[src/mfrsd_pkg.sv]
package mfrsd_pkg;

   // bus widths
   localparam int CPU_AW = 16;
   localparam int DW     = 8;
   localparam int MEM_AW = 24;

   // mapper ram, 16 KB blocks
   localparam int RAM_BLOCKS = 32;
   localparam int RAM_PW     = $clog2(RAM_BLOCKS);
   localparam int RAM_AW     = RAM_PW + 14;

   // flash side, offset counted in 8 KB units
   localparam int FLASH_AW = 23;
   localparam int OFS_W    = 10;
   localparam int ROM_AW   = 20;

   // regions of the flat cartridge memory
   localparam logic [MEM_AW-1:0] RAM_BASE   = 24'h000000;
   localparam logic [MEM_AW-1:0] FLASH_BASE = 24'h800000;

   // expanded slot register
   localparam logic [CPU_AW-1:0] SUBSLOT_ADDR = 16'hFFFF;

   // subslot 0 registers
   localparam logic [CPU_AW-1:0] CFG_ADDR    = 16'h7FFC;
   localparam logic [CPU_AW-1:0] OFS_LO_ADDR = 16'h7FFD;
   localparam logic [CPU_AW-1:0] OFS_HI_ADDR = 16'h7FFE;
   localparam logic [CPU_AW-1:0] MAP_ADDR    = 16'h7FFF;
   // sound chip flag, BFFE and BFFF
   localparam logic [CPU_AW-1:0] SCC_ADDR    = 16'hBFFE;

   // sd card select, 5800 and up
   localparam logic [CPU_AW-1:0] SD_SEL_ADDR = 16'h5800;

   localparam logic [DW-1:0] CFG_RESET = 8'h03;

   // subslot numbers
   localparam logic [1:0] SUB_CFG  = 2'd0;
   localparam logic [1:0] SUB_RAM  = 2'd1;
   localparam logic [1:0] SUB_ROM  = 2'd2;
   localparam logic [1:0] SUB_NONE = 2'd3;

   // ram page registers on io ports FC-FF
   localparam logic [7:0] RAM_PORT_BASE = 8'hFC;

endpackage

[src/mfrsd_control.sv]
`timescale 1ns/1ps

module mfrsd_control (
   input  logic                             clk,
   input  logic                             reset,
   input  logic                             cs,
   input  logic [1:0]                       slot,
   input  logic [mfrsd_pkg::CPU_AW-1:0]     addr,
   input  logic [mfrsd_pkg::DW-1:0]         din,
   input  logic                             rd,
   input  logic                             wr,
   input  logic                             iorq,
   input  logic [mfrsd_pkg::RAM_AW-1:0]     ram_addr,
   input  logic [mfrsd_pkg::DW-1:0]         io_dout,
   input  logic                             io_hit,
   input  logic [mfrsd_pkg::ROM_AW-1:0]     rom_addr,
   input  logic                             rom_valid,
   input  logic                             sd_data_en,
   input  logic [mfrsd_pkg::DW-1:0]         rom_dout,
   output logic                             ram_cs,
   output logic                             rom_cs,
   output logic [mfrsd_pkg::OFS_W-1:0]      ofs,
   output logic [mfrsd_pkg::MEM_AW-1:0]     mem_addr,
   output logic                             mem_unmapped,
   output logic [mfrsd_pkg::DW-1:0]         dout,
   output logic [3:0]                       mapper_mask,
   output logic                             scc_enable
);

   import mfrsd_pkg::*;

   logic [DW-1:0]       subslot_reg;
   logic [DW-1:0]       cfg_reg;
   logic [DW-1:0]       map_reg;
   logic [OFS_W-1:0]    ofs_reg;
   logic [1:0]          sub;
   logic                mem_acc;
   logic                ss_hit;
   logic                cfg_wr;
   logic [FLASH_AW-1:0] flash_ofs;

   // memory cycle in our primary slot
   assign mem_acc = cs & ~iorq;
   assign ss_hit  = addr == SUBSLOT_ADDR;

   // two register bits per 16 KB page
   assign sub = subslot_reg[{addr[15:14], 1'b0} +: 2];

   // the FFFF register hides whatever subslot sits behind it
   assign ram_cs = mem_acc & ~ss_hit & (sub == SUB_RAM);
   assign rom_cs = mem_acc & ~ss_hit & (sub == SUB_ROM);
   assign cfg_wr = mem_acc & ~ss_hit & wr & (sub == SUB_CFG);

   assign ofs = ofs_reg;

   always_ff @(posedge clk) begin
      if (reset) begin
         subslot_reg <= '0;
      end else if (mem_acc & wr & ss_hit) begin
         subslot_reg <= din;
      end
   end

   // configuration, offset and mapper registers with their locks
   always_ff @(posedge clk) begin
      if (reset) begin
         cfg_reg     <= CFG_RESET;
         map_reg     <= '0;
         ofs_reg     <= '0;
         mapper_mask <= 4'b1111;
         scc_enable  <= 1'b0;
      end else if (cfg_wr) begin
         case (addr)
            CFG_ADDR: begin
               if (~cfg_reg[7]) begin
                  cfg_reg           <= din;
                  mapper_mask[slot] <= ~din[2];
               end
            end
            OFS_LO_ADDR: begin
               if (~map_reg[1]) begin
                  ofs_reg[7:0] <= din;
               end
            end
            OFS_HI_ADDR: begin
               if (~map_reg[1]) begin
                  ofs_reg[OFS_W-1:8] <= din[OFS_W-9:0];
               end
            end
            MAP_ADDR: begin
               if (~map_reg[2]) begin
                  map_reg <= din;
               end
            end
            default: begin
               // BFFE or BFFF
               if (addr[15:1] == SCC_ADDR[15:1] && map_reg[7:5] == 3'd0) begin
                  scc_enable <= din[5];
               end
            end
         endcase
      end
   end

   // flash offset wraps inside the flash region
   assign flash_ofs = FLASH_AW'(rom_addr) + {ofs_reg, 13'd0};

   always_comb begin
      if (ram_cs) begin
         mem_addr = RAM_BASE + MEM_AW'(ram_addr);
      end else begin
         mem_addr = FLASH_BASE + MEM_AW'(flash_ofs);
      end
   end

   // subslot 0 has no memory behind its registers
   assign mem_unmapped = (mem_acc & ~ss_hit & (sub == SUB_CFG || sub == SUB_NONE))
                       | (rom_cs & ~rom_valid)
                       | sd_data_en;

   always_comb begin
      if (mem_acc & rd & ss_hit) begin
         // expanded slot register reads back inverted
         dout = ~subslot_reg;
      end else if (io_hit) begin
         dout = io_dout;
      end else begin
         dout = rom_dout;
      end
   end

   // sd data reads only come from the rom subslot
   a_sd_in_rom: assert property (@(posedge clk) disable iff (reset)
      sd_data_en |-> rom_cs);

endmodule

[src/mfrsd_ram_mapper.sv]
`timescale 1ns/1ps

module mfrsd_ram_mapper (
   input  logic                             clk,
   input  logic                             reset,
   input  logic [mfrsd_pkg::CPU_AW-1:0]     addr,
   input  logic [mfrsd_pkg::DW-1:0]         din,
   input  logic                             rd,
   input  logic                             wr,
   input  logic                             iorq,
   input  logic                             ram_cs,
   output logic [mfrsd_pkg::RAM_AW-1:0]     ram_addr,
   output logic [mfrsd_pkg::DW-1:0]         io_dout,
   output logic                             io_hit
);

   import mfrsd_pkg::*;

   logic [RAM_PW-1:0] page_reg [4];
   logic              port_hit;
   logic [RAM_PW-1:0] cur_page;

   // ports FC-FF, only the low address byte counts
   assign port_hit = addr[7:2] == RAM_PORT_BASE[7:2];
   assign io_hit   = iorq & rd & port_hit;

   always_ff @(posedge clk) begin
      if (reset) begin
         page_reg[0] <= '0;
         page_reg[1] <= '0;
         page_reg[2] <= '0;
         page_reg[3] <= '0;
      end else if (iorq & wr & port_hit) begin
         // only 32 blocks, upper bits dropped
         page_reg[addr[1:0]] <= din[RAM_PW-1:0];
      end
   end

   // unused bits of the page register read as ones
   assign io_dout = {{(DW-RAM_PW){1'b1}}, page_reg[addr[1:0]]};

   assign cur_page = page_reg[addr[15:14]];

   always_comb begin
      if (ram_cs) begin
         ram_addr = {cur_page, addr[13:0]};
      end else begin
         ram_addr = '0;
      end
   end

   // a port read never overlaps a ram access
   a_io_not_mem: assert property (@(posedge clk) disable iff (reset)
      !(io_hit && ram_cs));

endmodule

[src/mfrsd_rom_mapper.sv]
`timescale 1ns/1ps

module mfrsd_rom_mapper (
   input  logic                             clk,
   input  logic                             reset,
   input  logic                             rom_cs,
   input  logic [mfrsd_pkg::CPU_AW-1:0]     addr,
   input  logic [mfrsd_pkg::DW-1:0]         din,
   input  logic                             rd,
   input  logic                             wr,
   input  logic [mfrsd_pkg::DW-1:0]         d_from_sd,
   output logic [mfrsd_pkg::ROM_AW-1:0]     rom_addr,
   output logic                             rom_valid,
   output logic                             sd_data_en,
   output logic [mfrsd_pkg::DW-1:0]         rom_dout,
   output logic                             sd_rx,
   output logic                             sd_tx
);

   import mfrsd_pkg::*;

   logic [DW-1:0] bank [4];
   logic [1:0]    page;
   logic          bank_wr;
   logic          sd_en;
   logic          sd_sel_hit;
   logic          card_sel;
   logic          rd_q;
   logic          wr_q;
   logic          rd_rise;
   logic          wr_rise;

   // bank registers live at 6000-7FFF
   assign bank_wr = rom_cs & wr & (addr[15:13] == 3'b011);

   always_ff @(posedge clk) begin
      if (reset) begin
         bank[0] <= 8'd0;
         bank[1] <= 8'd1;
         bank[2] <= 8'd0;
         bank[3] <= 8'd0;
      end else if (bank_wr) begin
         bank[addr[12:11]] <= din;
      end
   end

   // 4000 -> 0, 6000 -> 1, 8000 -> 2, A000 -> 3
   assign page = {~addr[14], addr[13]};

   assign rom_addr  = {bank[page][6:0], addr[12:0]};
   assign rom_valid = addr[15] ^ addr[14];

   // sd window over 4000-5FFF when bank 0 is 01xxxxxx
   assign sd_en      = rom_cs & (bank[0][7:6] == 2'b01) & (addr[15:13] == 3'b010);
   assign sd_data_en = sd_en & rd;
   assign sd_sel_hit = addr[15:11] == SD_SEL_ADDR[15:11];

   // data byte only in the lower 4 KB of the window
   assign rom_dout = (sd_data_en & ~addr[12]) ? d_from_sd : 8'hFF;

   assign rd_rise = rd & ~rd_q;
   assign wr_rise = wr & ~wr_q;

   always_ff @(posedge clk) begin
      if (reset) begin
         rd_q     <= 1'b0;
         wr_q     <= 1'b0;
         card_sel <= 1'b0;
         sd_rx    <= 1'b0;
         sd_tx    <= 1'b0;
      end else begin
         rd_q  <= rd;
         wr_q  <= wr;
         sd_rx <= sd_en & rd_rise & ~addr[12] & ~card_sel;
         sd_tx <= 1'b0;
         if (sd_en & wr) begin
            if (sd_sel_hit) begin
               card_sel <= din[0];
            end else if (wr_rise & ~addr[12]) begin
               // transmit only with card 0 selected
               sd_tx <= ~card_sel;
            end
         end
      end
   end

   a_sd_excl: assert property (@(posedge clk) disable iff (reset)
      !(sd_rx && sd_tx));

endmodule

[src/mfrsd_top.sv]
`timescale 1ns/1ps

module mfrsd_top (
   input  logic                             clk,
   input  logic                             reset,
   input  logic                             cs,
   input  logic [1:0]                       slot,
   input  logic [mfrsd_pkg::CPU_AW-1:0]     addr,
   input  logic [mfrsd_pkg::DW-1:0]         din,
   input  logic                             rd,
   input  logic                             wr,
   input  logic                             iorq,
   input  logic [mfrsd_pkg::DW-1:0]         d_from_sd,
   output logic [mfrsd_pkg::MEM_AW-1:0]     mem_addr,
   output logic                             mem_unmapped,
   output logic [mfrsd_pkg::DW-1:0]         dout,
   output logic [3:0]                       mapper_mask,
   output logic                             scc_enable,
   output logic                             sd_rx,
   output logic                             sd_tx
);

   import mfrsd_pkg::*;

   logic              ram_cs;
   logic              rom_cs;
   logic [RAM_AW-1:0] ram_addr;
   logic [DW-1:0]     io_dout;
   logic              io_hit;
   logic [ROM_AW-1:0] rom_addr;
   logic              rom_valid;
   logic              sd_data_en;
   logic [DW-1:0]     rom_dout;

   mfrsd_control u_control (
      .clk          (clk),
      .reset        (reset),
      .cs           (cs),
      .slot         (slot),
      .addr         (addr),
      .din          (din),
      .rd           (rd),
      .wr           (wr),
      .iorq         (iorq),
      .ram_addr     (ram_addr),
      .io_dout      (io_dout),
      .io_hit       (io_hit),
      .rom_addr     (rom_addr),
      .rom_valid    (rom_valid),
      .sd_data_en   (sd_data_en),
      .rom_dout     (rom_dout),
      .ram_cs       (ram_cs),
      .rom_cs       (rom_cs),
      .ofs          (),
      .mem_addr     (mem_addr),
      .mem_unmapped (mem_unmapped),
      .dout         (dout),
      .mapper_mask  (mapper_mask),
      .scc_enable   (scc_enable)
   );

   // subslot 1, memory mapper ram
   mfrsd_ram_mapper u_ram_mapper (
      .clk      (clk),
      .reset    (reset),
      .addr     (addr),
      .din      (din),
      .rd       (rd),
      .wr       (wr),
      .iorq     (iorq),
      .ram_cs   (ram_cs),
      .ram_addr (ram_addr),
      .io_dout  (io_dout),
      .io_hit   (io_hit)
   );

   // subslot 2, banked flash and sd window
   mfrsd_rom_mapper u_rom_mapper (
      .clk        (clk),
      .reset      (reset),
      .rom_cs     (rom_cs),
      .addr       (addr),
      .din        (din),
      .rd         (rd),
      .wr         (wr),
      .d_from_sd  (d_from_sd),
      .rom_addr   (rom_addr),
      .rom_valid  (rom_valid),
      .sd_data_en (sd_data_en),
      .rom_dout   (rom_dout),
      .sd_rx      (sd_rx),
      .sd_tx      (sd_tx)
   );

endmodule

[config.mk]
export PLATFORM = sky130hd
export DESIGN_NAME = mfrsd_top
export DESIGN_NICKNAME = d
export VERILOG_FILES = /design/src/mfrsd_pkg.sv /design/src/mfrsd_control.sv /design/src/mfrsd_ram_mapper.sv /design/src/mfrsd_rom_mapper.sv /design/src/mfrsd_top.sv
export SDC_FILE = /design/constraint.sdc
export NUM_CORES = 1
export LEC_CHECK = 0
export CAP_MARGIN = 25
export CORE_AREA = 2 2 91 93
export CTS_BUF_LIST = sky130_fd_sc_hd__clkbuf_4 sky130_fd_sc_hd__clkbuf_8
export DETAILED_ROUTE_END_ITERATION = 10
export DIE_AREA = 0 0 93 95
export DONT_BUFFER_PORTS = 1
export GPL_ROUTABILITY_DRIVEN = 0
export PLACE_DENSITY = 0.74
export SLEW_MARGIN = 20
export SYNTH_ARGS = -nofsm -noshare
export SYNTH_HDL_FRONTEND = slang
export SYNTH_SLANG_ARGS = --single-unit
[constraint.sdc]
create_clock -name clk -period 7.7 [get_ports clk]
set_input_delay 0.385 -clock clk [delete_from_list [all_inputs] [get_ports clk]]
set_output_delay 0.385 -clock clk [all_outputs]
set_load 0.01 [all_outputs]
==> impl_metrics.csv <==
group,metric,value,unit
run_status,outcome,"complete, no violations",
timing,finalSetupViolCount,0,
cts,clockRootBuffer,"clkbuf_8",
timing,worstMarginPinSlew,615.0,ps
min_path,whs_path_depth,1,
routing,drc,0,
yosys,syn_avg_cell_area,11.22,um^2
power,power.total,0.0008238,W
cts,h-tree-depth,3,
cts,cts.repair.resized,0,
timing,post-route-period-util,0.4347,
worst_setup_path,path_cells,"mux4_2 > inv_1 > ha_1 > nand3b_1 > nor4b_1 > nand3_1 > o22ai_1 > a21oi_1",
timing,final.setup.tns,0,ps
cts,cts_setup_buffers,0,
routing,first_iter_violations,244,
final_layout,nFillCells,650,
cts,cts_tree,"built",
min_path,hold_end,"u_control.map_reg[2]",
yosys,synthArstFlopShare,0,
placement,place_ws,4731,ps
timing,rsz0062_at_grt,"no",
power,powerDensity,174.4,mW/mm^2
floorplan,start_util,0.5775,
cts,cts_buffers,9,
placement,dp_hpwl,8399,um
cts,cts.sinks,83,
timing,fin_crit,3347,ps
routing,via_count,3140,
yosys,syn_inst,408,
yosys,synth_ff_type,"edfxtp_1",
final_layout,fin_cells,503,
worst_setup_path,start_kind,"flip-flop",
final_layout,layout-drive-gt1-share,0.1184,
timing,layout_setup_ws,4353,ps
worst_setup_path,rr_worst_depth,9,
grt,antenna_found_initial,1,
worst_setup_path,cp_top_family,"simple AND/OR/NAND/NOR gates",
floorplan,io_pins,80,
timing,slew_violations,0,
grt,grt_pass1_vias,3038,
routing,ant_nets,0,
power,max-vdd-ir-drop,0.00009661,V
cts,cts.path.max_buffers,2,
yosys,synth_nets,461,
routing,drtPass1Iterations,7,
cts,clk_pin_slew,80,ps
timing,hold_viol,0,
floorplan,rows,33,
timing,fin_worst_skew,10.62,ps
worst_setup_path,timing.rr.start,"u_control.subslot_reg[6]",
yosys,ys_ff_latch,83,
worst_setup_path,worstPathRequired,7320,ps
placement,dpl-instance-area,0.004533,mm^2
final_layout,nNetsFinal,445,
yosys,synth_area,0.004578,mm^2
worst_setup_path,critical_path_buf_inv_count,1,
yosys,yosys_warnings,0,
grt,grt_remaining_overflow,0,
routing,avgRoutedWirePerCell,22.04,um
power,leakagePower,1.831,nW
grt,grt_pass1_wl,17040,um
placement,dp.cells,484,
floorplan,dieHeight,95,um
timing,clock.fmax,298.8,MHz
min_path,min_path_type,"in -> reg",
worst_setup_path,critPathArrivalTime,2960,ps
grt,grt_max_degree,43,
cts,holdBufCountCts,0,
placement,numPortBuffers,0,
worst_setup_path,critPathMaxFanout,8,
yosys,ys_seq_area_frac,0.4701,
final_layout,largest_reg_flops,29,
yosys,synth-edff-count,49,
worst_setup_path,critical-path-slowest-cell,"nor4b_1",
cts,clock_latency,350,ps
final_layout,finalInstanceArea,0.004722,mm^2
floorplan,core,0.007928,mm^2
floorplan,dieArea,0.008835,mm^2
worst_setup_path,slowest_delay,580,ps
routing,viasPerCell,6.243,
routing,wl,11090,um
grt,grtUsageTotal,0.2666,
worst_setup_path,cp-end-kind,"output port",
timing,maxSlewHeadroom,0.5843,
yosys,synth_cell_types,56,
final_layout,area_growth,3.143,%
worst_setup_path,ff2ff_setup_slack,5120,ps
worst_setup_path,worstSetupPathType,"reg -> out",
worst_setup_path,rr_endpoint,"u_rom_mapper.bank[2][3]",
min_path,hp-start,"reset",
floorplan,die_w,93,um
job,drv_cap,0,
-- cells by family (layout without fill, tap and decap cells) --
logic type               Yosys count  count (layout)  synth area share
AND/OR/NAND/NOR                  180             180            0.2230
multiplexers                      46              46            0.1550
flip-flops                        83              83            0.4701
other                              0               1                 0
AO/OA/AOI/OAI                     41              41           0.05739
XOR/XNOR                           5               5          0.009565
adder cells (fa/ha/maj)           13              13           0.03717
buffers and inverters             40              29           0.04783
-- area by class of cell --
cell class	instances	area, um^2	area share
multi-input cells	285	2207	0.4674
flip-flops and latches	83	2152	0.4557
clock buffers	13	160.2	0.03392
well taps	105	131.4	0.02782
inverters	11	42.54	0.009009
clock inverters	3	16.27	0.003445
repair buffers	2	10.01	0.002120
diodes	1	2.502	0.0005299
-- metrics by stage --
| step | hold WS [ps] | utilization |
|---|---|---|
| after floorplan | 423.7 | - |
| after global placement | 427.7 | 0.5718 |
| after detailed placement | 441.6 | 0.5718 |
| after CTS | 76.97 | 0.5941 |
| after global routing | 68.91 | 0.5953 |
| final | 103.9 | 0.5956 |
-- power breakdown --
group	internal (W)	total, W	switching [W]	leakage [nW]
Combinational	0.0000254	0.0000516	0.0000262	0.974
Clock	0.000136	0.000288	0.000151	0.0980
Sequential	0.000479	0.000485	0.00000547	0.760
-- placed cells by master, fill, tap and decap left out, types with 9 or more instances in the layout --
master,netlist,routed
inv_1,10,10
and2_1,52,52
a21oi_1,13,13
nand2_1,10,10
clkbuf_8,0,10
mux2i_1,27,27
mux4_2,16,16
edfxtp_1,49,49
nand4_1,9,9
ha_1,12,12
nor2_1,51,51
dfxtp_1,34,34
-- per-layer routing --
metal / up-vias / global-route usage / wire, um
met5: - / 0 / 0
met4: 0 / 0.1029 / 276
met3: 22 / 0.09657 / 1048
met2: 127 / 0.4233 / 5201
met1: 1541 / 0.3360 / 4560
li1: 1450 / - / -
-- synthesized netlist by cell type (all sizes together), types with 3 or more instances --
| library cell | count | area share |
|---|---|---|
| a21oi | 13 | 0.014 |
| and2 | 52 | 0.071 |
| and3 | 7 | 0.011 |
| and4 | 7 | 0.013 |
| buf | 20 | 0.031 |
| clkbuf | 9 | 0.0077 |
| dfxtp | 34 | 0.15 |
| edfxtp | 49 | 0.32 |
| ha | 12 | 0.033 |
| inv | 10 | 0.0082 |
| mux2i | 27 | 0.059 |
| mux4 | 19 | 0.096 |
| nand2 | 10 | 0.0082 |
| nand2b | 4 | 0.0055 |
| nand3 | 8 | 0.0098 |
| nand4 | 11 | 0.020 |
| nor2 | 51 | 0.042 |
| nor2b | 5 | 0.0068 |
| nor3 | 6 | 0.0066 |
| nor4 | 5 | 0.0068 |
| o21a | 3 | 0.0049 |
| o21ai | 5 | 0.0055 |
| o22ai | 6 | 0.0082 |
| or2 | 6 | 0.0082 |
| xor2 | 4 | 0.0077 |
-- how the worst max path moves through the flow --
| stage | start | end | slack, ps | cells after the start |
|---|---|---|---|---|
| after floorplan | addr[14] | dout[0] | 4440 | 10 |
| after global placement | addr[14] | dout[4] | 4840 | 8 |
| after detailed placement | addr[14] | dout[3] | 4730 | 8 |
| after CTS | u_control.subslot_reg[6] | dout[3] | 4420 | 8 |
| after global routing | u_control.subslot_reg[6] | dout[3] | 4170 | 8 |
| final | u_control.subslot_reg[6] | dout[2] | 4350 | 8 |
Power figures use the tool's default switching activity.
